**src/decode_pkg.sv**
```systemverilog
`default_nettype none

package decode_pkg;

  // ########################################################################
  // widths and constants
  // ########################################################################

  localparam int xlen       = 32;
  localparam int reg_addr_w = 5;
  localparam int csr_addr_w = 12;

  localparam logic [xlen-1:0] pc_invalid = '1;    // pc of an empty slot.
  localparam logic [xlen-1:0] pc_step    = 32'd4;

  typedef enum logic [6:0] {
    opc_lui      = 7'b0110111,
    opc_auipc    = 7'b0010111,
    opc_jal      = 7'b1101111,
    opc_jalr     = 7'b1100111,
    opc_branch   = 7'b1100011,
    opc_load     = 7'b0000011,
    opc_store    = 7'b0100011,
    opc_op_imm   = 7'b0010011,
    opc_op       = 7'b0110011,
    opc_misc_mem = 7'b0001111,
    opc_system   = 7'b1110011,
    opc_load_fp  = 7'b0000111,
    opc_store_fp = 7'b0100111,
    opc_madd     = 7'b1000011,
    opc_op_fp    = 7'b1010011
  } opcode_e;

  typedef enum logic [3:0] {
    alu_add, alu_sub, alu_sll, alu_slt, alu_sltu, alu_xor,
    alu_srl, alu_sra, alu_or, alu_and, alu_none
  } alu_op_e;

  typedef enum logic [2:0] {
    bcu_beq, bcu_bne, bcu_blt, bcu_bge, bcu_bltu, bcu_bgeu, bcu_none
  } bcu_op_e;

  typedef enum logic [3:0] {
    lsu_lb, lsu_lh, lsu_lw, lsu_lbu, lsu_lhu, lsu_sb, lsu_sh, lsu_sw,
    lsu_flw, lsu_fsw, lsu_none
  } lsu_op_e;

  typedef enum logic [2:0] {
    csr_rw, csr_rs, csr_rc, csr_rwi, csr_rsi, csr_rci, csr_none
  } csr_op_e;

  typedef enum logic [2:0] {
    fpu_fadd, fpu_fsub, fpu_fmul, fpu_fdiv, fpu_fmadd, fpu_fmv_x_w, fpu_fmv_w_x, fpu_none
  } fpu_op_e;

  // ########################################################################
  // stage inputs
  // ########################################################################

  typedef struct packed {
    logic            ready;
    logic [xlen-1:0] pc;
    logic [xlen-1:0] instr;
  } fetch_slot_t;

  typedef struct packed {
    fetch_slot_t slot0;
    fetch_slot_t slot1;
  } fetch_pair_t;

  typedef struct packed {
    logic            taken;
    logic [xlen-1:0] taddr;
    logic [1:0]      tsat;
  } pred_t;

  typedef struct packed {
    pred_t pred0;
    pred_t pred1;
  } pred_pair_t;

  typedef struct packed {
    logic trap;
    logic mret;
    logic pred_miss;
    logic fence;
    logic wb_clear;
  } flush_t;

  // ########################################################################
  // decoder results
  // ########################################################################

  typedef struct packed {
    logic            valid;
    logic [xlen-1:0] imm;
    logic            wren, rden1, rden2, cwren, crden;
    logic            alunit, auipc, lui, jal, jalr, branch, load, store;
    logic            csreg, fence, ecall, ebreak, mret, wfi;
    alu_op_e         alu_op;
    bcu_op_e         bcu_op;
    lsu_op_e         lsu_op;
    csr_op_e         csr_op;
  } int_dec_t;

  typedef struct packed {
    logic            valid;
    logic [xlen-1:0] imm;
    logic [1:0]      fmt;
    logic [2:0]      rm;
    logic            wren, rden1;
    logic            fwren, frden1, frden2, frden3, fload, fstore, fpunit;
    lsu_op_e         lsu_op;
    fpu_op_e         fpu_op;
  } fp_dec_t;

  typedef struct packed {
    logic valid, wren, rden1, rden2, cwren, crden;
    logic alunit, auipc, lui, jal, jalr, branch, load, store;
    logic csreg, fence, ecall, ebreak, mret, wfi;
    logic fwren, frden1, frden2, frden3, fload, fstore, fpunit;
    logic exception;
  } op_flags_t;

  typedef struct packed {
    logic [xlen-1:0]       pc;
    logic [xlen-1:0]       npc;
    logic [xlen-1:0]       instr;
    logic [xlen-1:0]       imm;
    logic [reg_addr_w-1:0] waddr;
    logic [reg_addr_w-1:0] raddr1;
    logic [reg_addr_w-1:0] raddr2;
    logic [reg_addr_w-1:0] raddr3;
    logic [csr_addr_w-1:0] caddr;
    logic [1:0]            fmt;
    logic [2:0]            rm;
    op_flags_t             op;
    alu_op_e               alu_op;
    bcu_op_e               bcu_op;
    lsu_op_e               lsu_op;
    csr_op_e               csr_op;
    fpu_op_e               fpu_op;
    pred_t                 pred;
  } decoded_instr_t;

  typedef struct packed {
    decoded_instr_t instr0;
    decoded_instr_t instr1;
  } decode_out_t;

  localparam decoded_instr_t init_instruction = '{alu_op: alu_none, bcu_op: bcu_none,
      lsu_op: lsu_none, csr_op: csr_none, fpu_op: fpu_none, default: '0};

  localparam int_dec_t int_dec_none = '{alu_op: alu_none, bcu_op: bcu_none,
      lsu_op: lsu_none, csr_op: csr_none, default: '0};

  localparam fp_dec_t fp_dec_none = '{lsu_op: lsu_none, fpu_op: fpu_none, default: '0};

endpackage

`default_nettype wire

```
**src/int_decoder.sv**
```systemverilog
`timescale 1ns/10ps
`default_nettype none

module int_decoder (
  input  logic [31:0]          instr,
  output decode_pkg::int_dec_t dec
);
  import decode_pkg::*;

  opcode_e         opcode;
  logic [2:0]      funct3;
  logic [6:0]      funct7;
  logic [xlen-1:0] imm_i, imm_s, imm_b, imm_u, imm_j;

  function automatic alu_op_e alu_func(input logic [2:0] f3, input logic alt);
    case (f3)
      3'b000:  return alt ? alu_sub : alu_add;
      3'b001:  return alu_sll;
      3'b010:  return alu_slt;
      3'b011:  return alu_sltu;
      3'b100:  return alu_xor;
      3'b101:  return alt ? alu_sra : alu_srl;
      3'b110:  return alu_or;
      default: return alu_and;
    endcase
  endfunction

  assign opcode = opcode_e'(instr[6:0]);
  assign funct3 = instr[14:12];
  assign funct7 = instr[31:25];

  assign imm_i = {{20{instr[31]}}, instr[31:20]};
  assign imm_s = {{20{instr[31]}}, instr[31:25], instr[11:7]};
  assign imm_b = {{19{instr[31]}}, instr[31], instr[7], instr[30:25], instr[11:8], 1'b0};
  assign imm_u = {instr[31:12], 12'b0};
  assign imm_j = {{11{instr[31]}}, instr[31], instr[19:12], instr[20], instr[30:21], 1'b0};

  always_comb begin
    dec = int_dec_none;
    case (opcode)
      opc_lui, opc_auipc: begin
        dec.valid = 1'b1;
        dec.wren  = 1'b1;
        dec.lui   = (opcode == opc_lui);
        dec.auipc = (opcode == opc_auipc);
        dec.imm   = imm_u;
      end
      opc_jal: begin
        dec.valid = 1'b1;
        dec.wren  = 1'b1;
        dec.jal   = 1'b1;
        dec.imm   = imm_j;
      end
      opc_jalr: begin
        dec.valid = (funct3 == 3'b000);
        dec.wren  = 1'b1;
        dec.rden1 = 1'b1;
        dec.jalr  = 1'b1;
        dec.imm   = imm_i;
      end
      opc_branch: begin
        dec.rden1  = 1'b1;
        dec.rden2  = 1'b1;
        dec.branch = 1'b1;
        dec.imm    = imm_b;
        case (funct3)
          3'b000:  dec.bcu_op = bcu_beq;
          3'b001:  dec.bcu_op = bcu_bne;
          3'b100:  dec.bcu_op = bcu_blt;
          3'b101:  dec.bcu_op = bcu_bge;
          3'b110:  dec.bcu_op = bcu_bltu;
          3'b111:  dec.bcu_op = bcu_bgeu;
          default: dec.bcu_op = bcu_none;
        endcase
        dec.valid = (dec.bcu_op != bcu_none);
      end
      opc_load: begin
        dec.wren  = 1'b1;
        dec.rden1 = 1'b1;
        dec.load  = 1'b1;
        dec.imm   = imm_i;
        case (funct3)
          3'b000:  dec.lsu_op = lsu_lb;
          3'b001:  dec.lsu_op = lsu_lh;
          3'b010:  dec.lsu_op = lsu_lw;
          3'b100:  dec.lsu_op = lsu_lbu;
          3'b101:  dec.lsu_op = lsu_lhu;
          default: dec.lsu_op = lsu_none;
        endcase
        dec.valid = (dec.lsu_op != lsu_none);
      end
      opc_store: begin
        dec.rden1 = 1'b1;
        dec.rden2 = 1'b1;
        dec.store = 1'b1;
        dec.imm   = imm_s;
        case (funct3)
          3'b000:  dec.lsu_op = lsu_sb;
          3'b001:  dec.lsu_op = lsu_sh;
          3'b010:  dec.lsu_op = lsu_sw;
          default: dec.lsu_op = lsu_none;
        endcase
        dec.valid = (dec.lsu_op != lsu_none);
      end
      opc_op_imm: begin
        dec.wren   = 1'b1;
        dec.rden1  = 1'b1;
        dec.alunit = 1'b1;
        dec.imm    = imm_i;
        dec.alu_op = alu_func(funct3, funct3 == 3'b101 && funct7[5]);
        if (funct3 == 3'b001) begin
          dec.valid = (funct7 == 7'b0000000);
        end else if (funct3 == 3'b101) begin
          dec.valid = (funct7 == 7'b0000000) || (funct7 == 7'b0100000);
        end else begin
          dec.valid = 1'b1;
        end
      end
      opc_op: begin
        dec.wren   = 1'b1;
        dec.rden1  = 1'b1;
        dec.rden2  = 1'b1;
        dec.alunit = 1'b1;
        dec.alu_op = alu_func(funct3, funct7[5]);
        dec.valid  = (funct7 == 7'b0000000) ||
                     (funct7 == 7'b0100000 && (funct3 == 3'b000 || funct3 == 3'b101));
      end
      opc_misc_mem: begin
        dec.fence = (funct3 == 3'b000);
        dec.valid = dec.fence;
      end
      opc_system: begin
        if (funct3 == 3'b000) begin
          dec.ecall  = (instr == 32'h00000073);
          dec.ebreak = (instr == 32'h00100073);
          dec.mret   = (instr == 32'h30200073);
          dec.wfi    = (instr == 32'h10500073);
          dec.valid  = dec.ecall | dec.ebreak | dec.mret | dec.wfi;
        end else begin
          dec.csreg = 1'b1;
          dec.wren  = 1'b1;
          dec.cwren = 1'b1;
          dec.crden = 1'b1;
          dec.rden1 = !funct3[2];               // immediate forms take rs1 as zimm.
          dec.imm   = {27'b0, instr[19:15]};
          case (funct3)
            3'b001:  dec.csr_op = csr_rw;
            3'b010:  dec.csr_op = csr_rs;
            3'b011:  dec.csr_op = csr_rc;
            3'b101:  dec.csr_op = csr_rwi;
            3'b110:  dec.csr_op = csr_rsi;
            3'b111:  dec.csr_op = csr_rci;
            default: dec.csr_op = csr_none;
          endcase
          dec.valid = (dec.csr_op != csr_none);
        end
      end
      default: ;
    endcase
    if (!dec.valid) begin
      dec = int_dec_none;                       // unknown words carry no flags.
    end
  end

  a_one_class: assert #0 (!dec.valid ||
      $onehot0({dec.load, dec.store, dec.branch, dec.jal, dec.jalr}))
    else $error("int_decoder: more than one control class for %h", instr);

endmodule

`default_nettype wire

```
**src/fp_decoder.sv**
```systemverilog
`timescale 1ns/10ps
`default_nettype none

module fp_decoder (
  input  logic [31:0]         instr,
  output decode_pkg::fp_dec_t dec
);
  import decode_pkg::*;

  opcode_e    opcode;
  logic [2:0] funct3;
  logic [4:0] funct5;
  logic [1:0] fmt;

  assign opcode = opcode_e'(instr[6:0]);
  assign funct3 = instr[14:12];
  assign funct5 = instr[31:27];
  assign fmt    = instr[26:25];

  always_comb begin
    dec = fp_dec_none;
    case (opcode)
      opc_load_fp: begin
        dec.valid  = (funct3 == 3'b010);      // single precision only.
        dec.rden1  = 1'b1;
        dec.fwren  = 1'b1;
        dec.fload  = 1'b1;
        dec.lsu_op = lsu_flw;
        dec.imm    = {{20{instr[31]}}, instr[31:20]};
      end
      opc_store_fp: begin
        dec.valid  = (funct3 == 3'b010);
        dec.rden1  = 1'b1;
        dec.frden2 = 1'b1;
        dec.fstore = 1'b1;
        dec.lsu_op = lsu_fsw;
        dec.imm    = {{20{instr[31]}}, instr[31:25], instr[11:7]};
      end
      opc_madd: begin
        dec.valid  = (fmt == 2'b00);
        dec.fmt    = fmt;
        dec.rm     = funct3;
        dec.fwren  = 1'b1;
        dec.frden1 = 1'b1;
        dec.frden2 = 1'b1;
        dec.frden3 = 1'b1;
        dec.fpunit = 1'b1;
        dec.fpu_op = fpu_fmadd;
      end
      opc_op_fp: begin
        dec.fmt    = fmt;
        dec.rm     = funct3;
        dec.fpunit = 1'b1;
        case (funct5)
          5'b00000, 5'b00001, 5'b00010, 5'b00011: begin
            dec.fwren  = 1'b1;
            dec.frden1 = 1'b1;
            dec.frden2 = 1'b1;
            dec.fpu_op = fpu_op_e'({1'b0, funct5[1:0]});   // fadd to fdiv in order.
          end
          5'b11100: begin
            dec.wren   = 1'b1;
            dec.frden1 = 1'b1;
            dec.fpu_op = (instr[24:20] == 5'b0 && funct3 == 3'b000) ? fpu_fmv_x_w : fpu_none;
          end
          5'b11110: begin
            dec.fwren  = 1'b1;
            dec.rden1  = 1'b1;
            dec.fpu_op = (instr[24:20] == 5'b0 && funct3 == 3'b000) ? fpu_fmv_w_x : fpu_none;
          end
          default: dec.fpu_op = fpu_none;
        endcase
        dec.valid = (fmt == 2'b00) && (dec.fpu_op != fpu_none);
      end
      default: ;
    endcase
    if (!dec.valid) begin
      dec = fp_dec_none;
    end
  end

endmodule

`default_nettype wire

```
**src/decode_stage.sv**
```systemverilog
`timescale 1ns/10ps
`default_nettype none

module decode_stage (
  input  logic                    clock,
  input  logic                    reset,
  input  decode_pkg::fetch_pair_t fetch,
  input  decode_pkg::pred_pair_t  pred,
  input  decode_pkg::flush_t      flush,
  input  logic                    halt,
  input  decode_pkg::int_dec_t    int_dec0_in,
  input  decode_pkg::int_dec_t    int_dec1_in,
  input  decode_pkg::fp_dec_t     fp_dec0_in,
  input  decode_pkg::fp_dec_t     fp_dec1_in,
  output logic [31:0]             instr0_word,
  output logic [31:0]             instr1_word,
  output decode_pkg::decode_out_t q
);
  import decode_pkg::*;

  decode_out_t q_next;
  logic        squash;

  // the fp decoder result overrides the integer result on a hit.
  function automatic decoded_instr_t build_slot(
    input fetch_slot_t     f,
    input pred_t           p,
    input int_dec_t        id,
    input fp_dec_t         fd,
    input logic [xlen-1:0] word
  );
    decoded_instr_t s;
    s = init_instruction;
    s.pc     = f.ready ? f.pc : pc_invalid;
    s.npc    = s.pc + pc_step;
    s.instr  = word;
    s.waddr  = word[11:7];
    s.raddr1 = word[19:15];
    s.raddr2 = word[24:20];
    s.raddr3 = word[31:27];
    s.caddr  = word[31:20];
    s.pred   = p;
    s.imm       = id.imm;
    s.op.valid  = id.valid;
    s.op.wren   = id.wren;
    s.op.rden1  = id.rden1;
    s.op.rden2  = id.rden2;
    s.op.cwren  = id.cwren;
    s.op.crden  = id.crden;
    s.op.alunit = id.alunit;
    s.op.auipc  = id.auipc;
    s.op.lui    = id.lui;
    s.op.jal    = id.jal;
    s.op.jalr   = id.jalr;
    s.op.branch = id.branch;
    s.op.load   = id.load;
    s.op.store  = id.store;
    s.op.csreg  = id.csreg;
    s.op.fence  = id.fence;
    s.op.ecall  = id.ecall;
    s.op.ebreak = id.ebreak;
    s.op.mret   = id.mret;
    s.op.wfi    = id.wfi;
    s.alu_op    = id.alu_op;
    s.bcu_op    = id.bcu_op;
    s.lsu_op    = id.lsu_op;
    s.csr_op    = id.csr_op;
    if (fd.valid) begin
      s.imm       = fd.imm;
      s.fmt       = fd.fmt;
      s.rm        = fd.rm;
      s.op.valid  = fd.valid;
      s.op.wren   = fd.wren;
      s.op.rden1  = fd.rden1;
      s.op.fwren  = fd.fwren;
      s.op.frden1 = fd.frden1;
      s.op.frden2 = fd.frden2;
      s.op.frden3 = fd.frden3;
      s.op.fload  = fd.fload;
      s.op.fstore = fd.fstore;
      s.op.fpunit = fd.fpunit;
      s.lsu_op    = fd.lsu_op;
      s.fpu_op    = fd.fpu_op;
    end
    if (f.ready && !s.op.valid) begin
      s.op.valid     = 1'b1;                    // illegal instruction.
      s.op.exception = 1'b1;
    end
    return s;
  endfunction

  assign instr0_word = fetch.slot0.ready ? fetch.slot0.instr : '0;
  assign instr1_word = fetch.slot1.ready ? fetch.slot1.instr : '0;
  assign squash      = halt | (|flush);

  always_comb begin
    q_next.instr0 = build_slot(fetch.slot0, pred.pred0, int_dec0_in, fp_dec0_in, instr0_word);
    q_next.instr1 = build_slot(fetch.slot1, pred.pred1, int_dec1_in, fp_dec1_in, instr1_word);
    if (squash) begin
      q_next.instr0 = init_instruction;
      q_next.instr1 = init_instruction;
    end
  end

  always_ff @(posedge clock) begin
    if (!reset) begin
      q.instr0 <= init_instruction;
      q.instr1 <= init_instruction;
    end else begin
      q <= q_next;
    end
  end

  a_squash: assert property (@(posedge clock) disable iff (!reset)
      (halt || (|flush)) |=> (!q.instr0.op.valid && !q.instr1.op.valid))
    else $error("decode_stage: slot valid after flush or halt");

  a_exc_valid: assert property (@(posedge clock) disable iff (!reset)
      (!q.instr0.op.exception || q.instr0.op.valid) &&
      (!q.instr1.op.exception || q.instr1.op.valid))
    else $error("decode_stage: exception without valid");

endmodule

`default_nettype wire

```
**src/decode_top.sv**
```systemverilog
`timescale 1ns/10ps
`default_nettype none

module decode_top (
  input  logic                    clock,
  input  logic                    reset,
  input  decode_pkg::fetch_pair_t fetch,
  input  decode_pkg::pred_pair_t  pred,
  input  decode_pkg::flush_t      flush,
  input  logic                    halt,
  output decode_pkg::decode_out_t q
);
  import decode_pkg::*;

  logic [31:0] instr0_word, instr1_word;
  int_dec_t    int_dec0, int_dec1;
  fp_dec_t     fp_dec0, fp_dec1;

  // ########################################################################
  // per-slot decoders
  // ########################################################################

  int_decoder u_int_dec0 (.instr(instr0_word), .dec(int_dec0));
  int_decoder u_int_dec1 (.instr(instr1_word), .dec(int_dec1));
  fp_decoder  u_fp_dec0  (.instr(instr0_word), .dec(fp_dec0));
  fp_decoder  u_fp_dec1  (.instr(instr1_word), .dec(fp_dec1));

  decode_stage u_stage (
    .clock       (clock),
    .reset       (reset),
    .fetch       (fetch),
    .pred        (pred),
    .flush       (flush),
    .halt        (halt),
    .int_dec0_in (int_dec0),
    .int_dec1_in (int_dec1),
    .fp_dec0_in  (fp_dec0),
    .fp_dec1_in  (fp_dec1),
    .instr0_word (instr0_word),
    .instr1_word (instr1_word),
    .q           (q)
  );

endmodule

`default_nettype wire

```
**config.mk**
```make
export PLATFORM = sky130hd
export DESIGN_NAME = decode_top
export DESIGN_NICKNAME = d
export VERILOG_FILES = /design/src/decode_pkg.sv /design/src/int_decoder.sv /design/src/fp_decoder.sv /design/src/decode_stage.sv /design/src/decode_top.sv
export SDC_FILE = /design/constraint.sdc
export NUM_CORES = 1
export LEC_CHECK = 0
export BUFFER_PORTS_ARGS = -buffer_cell sky130_fd_sc_hd__buf_2
export CAP_MARGIN = 10
export CORE_AREA = 2 2 270 272
export CTS_BUF_LIST = sky130_fd_sc_hd__clkbuf_16
export CTS_CLUSTER_DIAMETER = 120
export DETAILED_ROUTE_END_ITERATION = 6
export DIE_AREA = 0 0 272 274
export GPL_ROUTABILITY_DRIVEN = 0
export PLACE_DENSITY_LB_ADDON = 0.25
export RECOVER_POWER = 50
export SETUP_SLACK_MARGIN = 0.02
export SLEW_MARGIN = 40
export SYNTH_ARGS = -nofsm -noshare
export SYNTH_HDL_FRONTEND = slang
export SYNTH_SLANG_ARGS = --single-unit
```
**constraint.sdc**
```tcl
create_clock -name clock -period 5.11 [get_ports clock]
set_input_delay 0.7665 -clock clock [delete_from_list [all_inputs] [get_ports clock]]
set_output_delay 0.7665 -clock clock [all_outputs]
set_load 0.02 [all_outputs]
```
# After elaboration in Yosys (flattened, before gate mapping)
# Cells that the tools add are included.
# Widths: inputs -> output; s select.
op_classes:
  bitwise: 26
  reduce_logical: 80
  mux: 150
  eq_ne: 74
  n_addsub: 2
ops:
  columns: ["operator", "n"]
  rows:
  - ["$pmux 32 s6", 2]
  - ["$mux 32", 6]
  - ["$mux 66", 2]
  - ["$pmux 32 s2", 2]
  - ["$pmux 4 s7", 4]
  - ["$mux 54", 2]
  - ["$eq 7x7->1 const B", 12]
  - ["$pmux 3 s6", 4]
  - ["$eq 7x6->1 const B", 10]
  - ["$add 32x3->32 const B", 2]
  - ["$eq 32x21->1 const B", 2]
  - ["$eq 32x29->1 const B", 2]
  - ["$eq 32x30->1 const B", 2]
  - ["$eq 32x7->1 const B", 2]
  - ["$mux 1", 60]
  - ["$reduce_or 5->1", 11]
  - ["$mux 3", 16]
  - ["$reduce_or 4->1", 12]
  - ["$mux 4", 10]
  - ["$pmux 4 s5", 2]
  - ["$pmux 4 s2", 4]
  - ["$reduce_or 2->1", 15]
  - ["$eq 7x5->1 const B", 4]
  - ["$eq 3x3->1 const B", 8]
  - ["32 further kinds", 136]
totals:
  inputBits: 208
  reg_bits: 490
  elab_cells: 426
  output_inout_bits: 490

# Longest topological paths before layout
# Gate-level depths: netlist of the first run.
logic_depth:
  ltp_word: 14
  mapped_depth: 13
  depth_no_buf: 9

# Modules after synthesis
# A second synthesis of the first run with hierarchy kept.
unflattened:
  hier_cells: 2086
  hier_area_um2: 18650.4
modules_own_cells:
  columns: ["mod", "area_each_um2", "seq_area_each_um2", "n_inst", "cells_each"]
  rows:
  - ["decode_stage", 14461.4, 8448.1, 1, 1430]
  - ["int_decoder (u_int_dec1)", 1481.4, 0.0, 1, 237]
  - ["int_decoder (u_int_dec0)", 1363.8, 0.0, 1, 227]
  - ["fp_decoder", 671.9, 0.0, 2, 96]

# Worst setup path before layout of the first run
# No wires, ideal clock.
synth_path:
  path_type: "input-to-reg"
  start: "input fetch[129] in the netlist's numbering"
  end: "register, netlist name u_stage.q[456]"
  cell_stages: 13
  n_path_buf: 5
  required_time_ps: 4978
  setup_ps: 132
  setup_slack_ps: 1732
  t_arrival_ps: 3246
  cell_sequence: "buf_2 > clkbuf_1 > clkbuf_1 > clkbuf_1 > clkbuf_1 > nand2b_1 > ha_1 > o21ai_0 > nand3b_1 > a211o_1 > nor4_1 > o21ai_0 > a21oi_1"
synth_between:
  elab_chain_cells: 2
synth_rtl:
  columns: ["item", "line_no", "source"]
  rows:
  - ["start: declaration", "decode_top.sv:7", "input decode_pkg::fetch_pair_t fetch,"]
  - ["$mux 32", "decode_stage.sv:34", "s.pc = f.ready ? f.pc : pc_invalid;"]
  - ["$add 32x3->32", "decode_stage.sv:35", "s.npc = s.pc + pc_step;"]
# No other way between the ends.
# A chain may end at the register's enable or synchronous reset.

# Final worst setup path of the first run
layout_path:
  start: "input fetch[129] in the netlist's numbering"
  end: "register, netlist name u_stage.q[390]"
layout_between:
  elab_chain_cells: 11
  word_cells_on_any_way: 81
  classes_between: "eq/ne: 37; mux: 24; bitwise: 3; reduce/logical: 17"
layout_rtl:
  columns: ["item", "line_no", "source"]
  rows:
  - ["$mux 32 (*)", "decode_stage.sv:92", "assign instr0_word = fetch.slot0.ready ? fetch.slot0.instr : '0;"]
  - ["parallel branches: the longest is 9 deep, another holds $mux 66", null, null]
  - ["$mux 32 (*)", "decode_stage.sv:68", "if (fd.valid) begin"]
# Mark *: on every way between the ends. The select of a mux whose other input is x is not followed.

==> impl_metrics.json, run 1 <==
{
  "min_to": "u_stage.q[269]",
  "fin_nets": 2493,
  "max_freq_mhz": 298,
  "setup_viol": 0,
  "ys.flop_type": "dfxtp_1",
  "cts.sink_count": 418,
  "p_int_uw": 5640,
  "postCtsSetupBuffers": 0,
  "coreArea_um2": 72000,
  "p_leak_uw": 0.00837,
  "register_area_um2": 8370,
  "crit_required_ps": 5600,
  "drc": 0,
  "violations": "capacitance limit, slew limit",
  "clockRootBuffer": "clkbuf_16",
  "grt_pass1_wl_um": 93600,
  "seq_power_share": 0.441,
  "synth-seq-cells": 418,
  "boundaryPins": 698,
  "largestRegisters": "u_stage.q: 418 flops",
  "postCtsHoldBufs": 0,
  "drt_first_iter_violations": 1037,
  "area_delta_synth_final_pct": 32.5,
  "slew_headroom": -0.112,
  "largest_reg_flops": 418,
  "ir_worst_vdd_mv": 0.249,
  "ys_seq_area_frac": 0.538,
  "hold_depth": 2,
  "nFillCells": 7967,
  "finalHoldViolations": 0,
  "switching_power_uw": 1780,
  "hold_path_class": "in -> reg",
  "finalCriticalPeriod_ps": 3350,
  "htree_levels": 2,
  "wl_per_cell_um": 19.9,
  "status": "complete, but fails checks",
  "cts_tree": "built",
  "syn_inst": 1706,
  "p_sw_frac": 0.240,
  "synth_edf_count": 0,
  "grt-ovfl-total": 0,
  "dp_hpwl_um": 49500,
  "drv_cap": 1,
  "multiInputGateArea_um2": 6110,
  "power-per-cell-area_nw_per_um2": 360,
  "fp-row-count": 99,
  "top_register": "u_stage.q",
  "drive_above_1_share": 0.171,
  "crit_arrival_ps": 3850,
  "end_kind": "register",
  "yosysWarningCount": 0,
  "clk_path_buf_depth": 3,
  "antenna_found_initial": 9,
  "async_reset_ff_frac": 0,
  "avgSynthCellArea_um2": 9.12,
  "dr.pass1.iters": 7,
  "final-max-slew-violation-count": 34,
  "tightest_slew_ps": 1670,
  "ant_nets": 0,
  "vias": 15200,
  "rsz0062_at_grt": "no",
  "synth.distinct_cells": 71,
  "worstHoldStart": "pred[59]",
  "viasPerCell": 4.62,
  "drt-total-wl_um": 65400,
  "tns_ps": 0,
  "die_y_um": 274,
  "ctsResizeCount": 0,
  "cts_made_buffers": 50,
  "clkSlewWorstSetupHoldPaths_ps": 60,
  "combPwrFrac": 0.060,
  "grt_use_total": 0.164,
  "cp-start-kind": "input port",
  "grt_pass1_vias": 14800,
  "grt_max_degree": 69,
  "crit_type": "in -> reg",
  "io_buffer_count": 697,
  "min_period_over_period": 0.656,
  "holdWs_ps": 381,
  "syn-cell-area_um2": 15600,
  "fp.dieW_um": 272,
  "clkPwrFrac": 0.499,
  "critPathMaxFanout": 43,
  "start_util": 0.216,
  "dieArea_um2": 74500
}
## worst max-delay path, stage by stage
cell	delay, ps
buf_4	310
nand4_1	400
or3_1	520
nor3_1	230
a41oi_1	90
nand2b_1	500
or3_1	790
o21ai_0	220
## power by group through the flow
stage / combinational, µW / clock [µW] / sequential [µW]
final: 444 / 3710 / 3270
after global routing: 483 / 3940 / 3270
after CTS: 442 / 3800 / 3270
after detailed placement: 440 / 0 / 3340
after global placement: 437 / 0 / 3340
after floorplan: 213 / 0 / 3350
## cell families after synthesis
logic type	count (synthesis)	share of synthesized area
AOI/OAI and AO/OA	366	0.147
xor gates and xnor gates	24	0.0135
adders and majority gates	2	0.00161
buffers and inverters	228	0.0731
DFF	418	0.538
muxes	2	0.00129
other	1	0.000241
and+or+nand+nor	665	0.225
## metal layers
metal / track usage / part of all wire
met2: 0.282 / 0.48
met1: 0.195 / 0.40
met4: 0.0505 / 0.027
met5: 0 / 0.00070
met3: 0.0503 / 0.094
## worst max path at each step
stage / from / endpoint
6_report: fetch[129] / u_stage.q[390]
5_1_grt: fetch[129] / u_stage.q[455]
4_1_cts: fetch[129] / u_stage.q[390]
3_5_place_dp: fetch[129] / u_stage.q[390]
3_3_place_gp: fetch[64] / u_stage.q[117]
2_1_floorplan: fetch[129] / u_stage.q[456]
## layout by cell type, fill, tap and decap left out, drive strengths merged, types with 5 or more instances in the layout
cell type | synthesis | layout
clkinv | 1 | 17
buf | 87 | 296
o21a | 25 | 25
a21oi | 101 | 101
nand3 | 40 | 40
a211o | 6 | 6
o21ai | 112 | 112
bufinv | 0 | 7
a31oi | 12 | 12
nor2 | 151 | 151
a211oi | 9 | 9
nor3b | 8 | 8
clkbuf | 105 | 471
a22oi | 11 | 11
and2 | 107 | 107
nand2b | 27 | 27
a21o | 12 | 12
xnor2 | 18 | 18
a221o | 5 | 5
a222oi | 5 | 5
nand4 | 20 | 20
nor3 | 56 | 56
o22ai | 12 | 12
and3 | 68 | 68
nand4b | 7 | 7
o31ai | 12 | 12
nor4 | 18 | 18
nand3b | 6 | 6
xor2 | 6 | 6
or2 | 9 | 9
or3 | 12 | 12
nand2 | 101 | 101
inv | 35 | 46
nor2b | 16 | 16
dfxtp | 418 | 418
## metrics by stage
step	instance area (µm²)	utilization	total power [µW]	std cells	worst slack [ps]
2_1_floorplan	15600	-	3570	1709	1730
3_3_place_gp	19400	0.270	3780	3190	1310
3_5_place_dp	19400	0.270	3780	3190	1260
4_1_cts	21100	0.294	7520	3281	1890
5_1_grt	20600	0.286	7690	3281	1410
6_report	20600	0.287	7420	3284	1760
## synth_stat cells, drive strengths merged, types with 4 or more instances
master   count  area, µm²
xor2         6       52.6
nor3b        8       60.1
a2111oi      4       35.0
a211o        6       52.6
or3         12       75.1
nor3        56        290
o21a        25        188
nand4       20        125
nand3       40        200
o2111ai      4       35.0
and3        68        425
a222oi       5       50.1
a211oi       9       67.6
o211ai       4       30.0
a22oi       11       82.6
nor4b        4       35.0
or2          9       56.3
a221o        5       50.1
xnor2       18        158
dfxtp      418       8370
and2       107        669
a41oi        4       35.0
nor2       151        567
buf         87        608
nand2b      27        169
a21o        12       90.1
nand3b       6       45.0
nand2      101        379
nand4b       7       61.3
a2bb2oi      4       35.0
and4b        4       40.0
o21ai      112        561
a31oi       12       75.1
inv         35        131
o22ai       12       75.1
o31ai       12       95.1
clkbuf     105        394
nor2b       16        100
or4          4       30.0
a21oi      101        509
nor4        18        113
## layout make-up
cell class,count,area share
Antenna cell,3,0.000364
Clock buffer,53,0.0643
Clock inverter,38,0.0184
Inverter,36,0.00655
Multi-Input combinational cell,1063,0.296
Sequential cell,418,0.406
Tap cell,959,0.0582
Timing Repair Buffer,714,0.150
(Power assumes the default switching activity.)
==> run 2: changes to the inputs <==
Settings changed: CORE_AREA 2 2 270 272 to 2 2 271 273, DIE_AREA 0 0 272 274 to 0 0 273 275.
Clock period 5.11 ns to 3.3 ns, I/O delays scaled along.
==> impl_metrics.json, run 2 (synthesis gave the netlist of run 1 again) <==
{
  "status": "complete, but fails checks",
  "violations": "capacitance limit, slew limit",
  "grt_pass1_wl_um": 92600,
  "grt_max_degree": 56,
  "min_period_over_period": 0.849,
  "ctsResizeCount": 0,
  "crit_type": "in -> reg",
  "fin_nets": 2549,
  "finalWorstSetupSlack_ps": 497,
  "grt-ovfl-total": 0,
  "setup_viol": 0,
  "top_register": "u_stage.q",
  "drt_first_iter_violations": 1208,
  "cts.sink_count": 418,
  "max_freq_mhz": 357,
  "boundaryPins": 698,
  "final_cell_mix": "418 x dfxtp_1, 366 x buf_2, 336 x clkbuf_1, 151 x nor2_1, 110 x o21ai_0",
  "power-per-cell-area_nw_per_um2": 533,
  "coreArea_um2": 72300,
  "place_ws_ps": 202,
  "fin_area_um2": 21000,
  "area_delta_synth_final_pct": 35.0,
  "start_util": 0.215,
  "ir_worst_vdd_mv": 0.328,
  "cts_made_buffers": 49,
  "wl_per_cell_um": 19.2,
  "clockRootBuffer": "clkbuf_16",
  "clkSlewWorstSetupHoldPaths_ps": 60,
  "dieArea_um2": 75100,
  "postCtsSetupBuffers": 0,
  "antenna_found_initial": 7,
  "clk_path_buf_depth": 3,
  "dr.pass1.iters": 5,
  "hold_path_class": "in -> reg",
  "p_leak_uw": 0.00894,
  "drc": 0,
  "vias": 15300,
  "tightest_slew_ps": 1840,
  "dpl_cell_area_um2": 19900,
  "slew_headroom": -0.225,
  "fp.dieW_um": 273,
  "final_common_cell": "dfxtp_1",
  "largest_reg_flops": 418,
  "largestRegisters": "u_stage.q: 418 flops",
  "crit_arrival_ps": 3320,
  "drive_above_1_share": 0.220,
  "cts_tree": "built",
  "drv_cap": 2,
  "die_y_um": 275,
  "htree_levels": 2,
  "finalCriticalPeriod_ps": 2800,
  "viasPerCell": 4.58,
  "postCtsHoldBufs": 0,
  "grt_pass1_vias": 15000,
  "final-max-slew-violation-count": 81,
  "grt_use_total": 0.161,
  "end_kind": "register",
  "ant_nets": 0,
  "tns_ps": 0,
  "crit_required_ps": 3810,
  "rsz0062_at_grt": "no",
  "drt-total-wl_um": 64100,
  "finalHoldViolations": 0,
  "dp_hpwl_um": 49300,
  "fin_util": 0.290,
  "io_buffer_count": 697,
  "fp-row-count": 99,
  "critPathMaxFanout": 16,
  "cp-start-kind": "input port"
}
## run 2: cell count changes in the layout (fill, tap and decap cells not counted), sizes merged
cell      change
clkinvlp      -2
clkinv        +2
inv           -1
clkbuf       -86
diode         +1
buf         +139
## run 2: metal layers
metal,wire [µm],global-route usage,vias up
li1,-,-,7101
met1,25700,0.198,7211
met2,30100,0.268,829
met3,6480,0.0490,118
met4,1720,0.0516,8
met5,49,0,-
## run 2: final timing paths
| kind | from | endpoint | slack [ps] | cells after the start |
|---|---|---|---|---|
| hold / removal | fetch[33] | u_stage.q[182] | 120 | 2 |
| setup / recovery | flush[3] | u_stage.q[120] | 500 | 8 |
## run 2: stage by stage
stage	instances	power [µW]	hold WS, ps
after floorplan	1709	5520	567
after global routing	3334	11600	88.0
after detailed placement	3247	5890	695
after global placement	3247	5890	692
final	3337	11200	118
after CTS	3333	11400	75.5
## run 2: cell type report
class	count	area (µm²)
flip-flops and latches	418	8370
clock inverters	37	357
inverters	36	135
multi-input cells	1063	6080
well taps	959	1200
repair buffers	771	3640
clock buffers	49	1230
fillers	7950	51300
diodes	4	10.0
## run 2: worst max-delay path, cell delays in order
cell and delay, ps:
buf_2 100, nor4_1 340, clkbuf_1 170, and3_1 1000, o21ai_1 240, buf_4 290
o21ai_0 430, a221o_1 220
## run 2: power by group
part	internal (µW)	switching, µW	total (µW)
Sequential	5060	4.74	5070
Combinational	249	472	721
Clock	3230	2180	5410
==> run 3: changes to the inputs <==
Settings changed: ABC_AREA from default to 1, CORE_AREA 2 2 271 273 to 2 2 272 274, DIE_AREA 0 0 273 275 to 0 0 274 276.
Clock period 3.3 ns to 2.62 ns, I/O delays scaled along.
==> impl_metrics.json, run 3 <==
{
  "largestRegisters": "u_stage.q: 418 flops",
  "synth_edf_count": 0,
  "final_cell_mix": "434 x nor2_1, 418 x dfxtp_1, 382 x buf_2, 348 x nand2_1, 316 x clkbuf_1",
  "grt_max_degree": 111,
  "synth-seq-cells": 418,
  "max_freq_mhz": 429,
  "dpl_cell_area_um2": 21200,
  "synth_most_common_cell": "nor2_1",
  "end_kind": "register",
  "clockRootBuffer": "clkbuf_16",
  "crit_arrival_ps": 2750,
  "yosysTopAreaCell": "dfxtp_1",
  "final_common_cell": "nor2_1",
  "path_cells": "dlygate4sd3_1 -> buf_2 -> nor2_1 -> inv_1 -> ha_1 -> nand3_1 -> nor3_2 -> nand2_1 -> nor2_2 -> nand3_2 -> inv_1 -> nand3_1 -> o21ai_0 -> a21oi_1",
  "synth_top_area_frac": 0.523,
  "p_leak_uw": 0.0116,
  "crit_buf_inv": 4,
  "avgSynthCellArea_um2": 7.59,
  "placed_cells": 3790,
  "dr.pass1.iters": 7,
  "boundaryPins": 698,
  "cts_made_buffers": 49,
  "clkSlewWorstSetupHoldPaths_ps": 60,
  "viasPerCell": 4.14,
  "critPathMaxFanout": 5,
  "nFillCells": 8024,
  "ant_nets": 0,
  "crit_type": "in -> reg",
  "critPathTopFamily": "simple AND/OR/NAND/NOR gates",
  "grt_pass1_wl_um": 101000,
  "wl_per_cell_um": 17.6,
  "grt_pass1_vias": 16000,
  "async_reset_ff_frac": 0,
  "drt_first_iter_violations": 990,
  "area_delta_synth_final_pct": 44.5,
  "cp-start-kind": "input port",
  "tightest_slew_ps": 1300,
  "yosysWarningCount": 0,
  "rsz0062_at_grt": "no",
  "synth.distinct_cells": 47,
  "crit_slowest_cell": "dlygate4sd3_1",
  "finalHoldViolations": 0,
  "syn_inst": 2105,
  "postCtsSetupBuffers": 0,
  "drive_above_1_share": 0.227,
  "start_util": 0.220,
  "ir_worst_vdd_mv": 0.423,
  "slew_headroom": 0.131,
  "largest_reg_flops": 418,
  "cts_tree": "built",
  "grt-ovfl-total": 0,
  "slowest_delay_ps": 530,
  "clk_path_buf_depth": 3,
  "vias": 16400,
  "htree_levels": 2,
  "fin_area_um2": 23100,
  "top_register": "u_stage.q",
  "drt-total-wl_um": 69400,
  "fp-row-count": 99,
  "fin_cells": 3953,
  "die_y_um": 276,
  "antenna_found_initial": 7,
  "dieArea_um2": 75600,
  "power-per-cell-area_nw_per_um2": 622,
  "final-max-slew-violation-count": 0,
  "drv_cap": 0,
  "hold_path_class": "in -> reg",
  "ys_seq_area_frac": 0.523,
  "coreArea_um2": 72600,
  "setup_viol": 0,
  "status": "complete, no violations",
  "cts.sink_count": 418,
  "io_buffer_count": 697,
  "ys_top_cells_by_area": "dfxtp_1 52%, nor2_1 10%, nand2_1 8.2%",
  "crit_required_ps": 3030,
  "ys.flop_type": "dfxtp_1",
  "grt_use_total": 0.177,
  "finalCriticalPeriod_ps": 2330,
  "syn-cell-area_um2": 16000,
  "drc": 0,
  "synth.cells.most_frequent": "434 x nor2_1, 418 x dfxtp_1, 349 x nand2_1, 283 x inv_1, 113 x nand3_1",
  "fp.dieW_um": 274,
  "min_period_over_period": 0.890,
  "dp_hpwl_um": 56300,
  "fin_nets": 3163
}
run 3: logic make-up (layout without fill, tap and decap cells):
group	after synthesis	count (layout)	share of synthesized area
XOR/XNOR	4	4	0.00219
flip-flops	418	418	0.523
AND/OR/NAND/NOR	1020	1020	0.268
other	1	6	0.000235
AO/OA/AOI/OAI	222	222	0.0773
adder cells (fa/ha/maj)	2	2	0.00157
buffers and inverters	438	1322	0.127
run 3: worst paths after layout:
check             startpoint             end  cells past startpoint
hold / removal      fetch[1]  u_stage.q[150]                      3
setup / recovery   fetch[34]  u_stage.q[207]                     14
run 3: routing by layer:
metal / track usage / part of all wire / up-vias
li1: - / - / 8178
met1: 0.216 / 0.42 / 7432
met2: 0.305 / 0.47 / 640
met3: 0.0472 / 0.080 / 103
met4: 0.0474 / 0.027 / 8
met5: 0 / 0.00066 / -
run 3: tightest hold or removal path, delay by kind of cell:
family	cells	cell delay [ps]
buffers and inverters	2	150
AND/OR/NAND/NOR	1	40
run 3: repair_timing:
item                                    in CTS  in global routing
resized for setup                            0                  0
endpoints found under the setup margin       0                  0
endpoints found under the hold margin       71                  0
hold buffers                                71                  0
run 3: cell type report:
class / instances / area (µm²) / area share
flip-flops and latches: 418 / 8370 / 0.362
multi-input cells: 1252 / 5610 / 0.243
repair buffers: 935 / 5180 / 0.224
clock buffers: 50 / 1250 / 0.0542
well taps: 959 / 1200 / 0.0520
inverters: 297 / 1120 / 0.0483
clock inverters: 40 / 364 / 0.0158
diodes: 2 / 5.00 / 0.000217
run 3: where the power goes:
part | leakage, µW | internal [µW] | switching, µW
sequential | 0.00337 | 6370 | 5.62
clock | 0.000813 | 4060 | 2840
combinational | 0.00745 | 432 | 644
total | 0.0116 | 10900 | 3490
run 3: through the flow:
| step | hold WS, ps | power, µW | setup WS (ps) | util | TNS [ps] |
|---|---|---|---|---|---|
| global placement | 605 | 7520 | -220 | 0.292 | -4980 |
| global route | 18.7 | 14900 | 65.6 | 0.318 | 0 |
| detailed placement | 610 | 7510 | -212 | 0.292 | -4950 |
| floorplan | 465 | 6990 | 375 | - | 0 |
| finish | 41.9 | 14400 | 289 | 0.318 | 0 |
| CTS | 1.03 | 14600 | 362 | 0.324 | 0 |
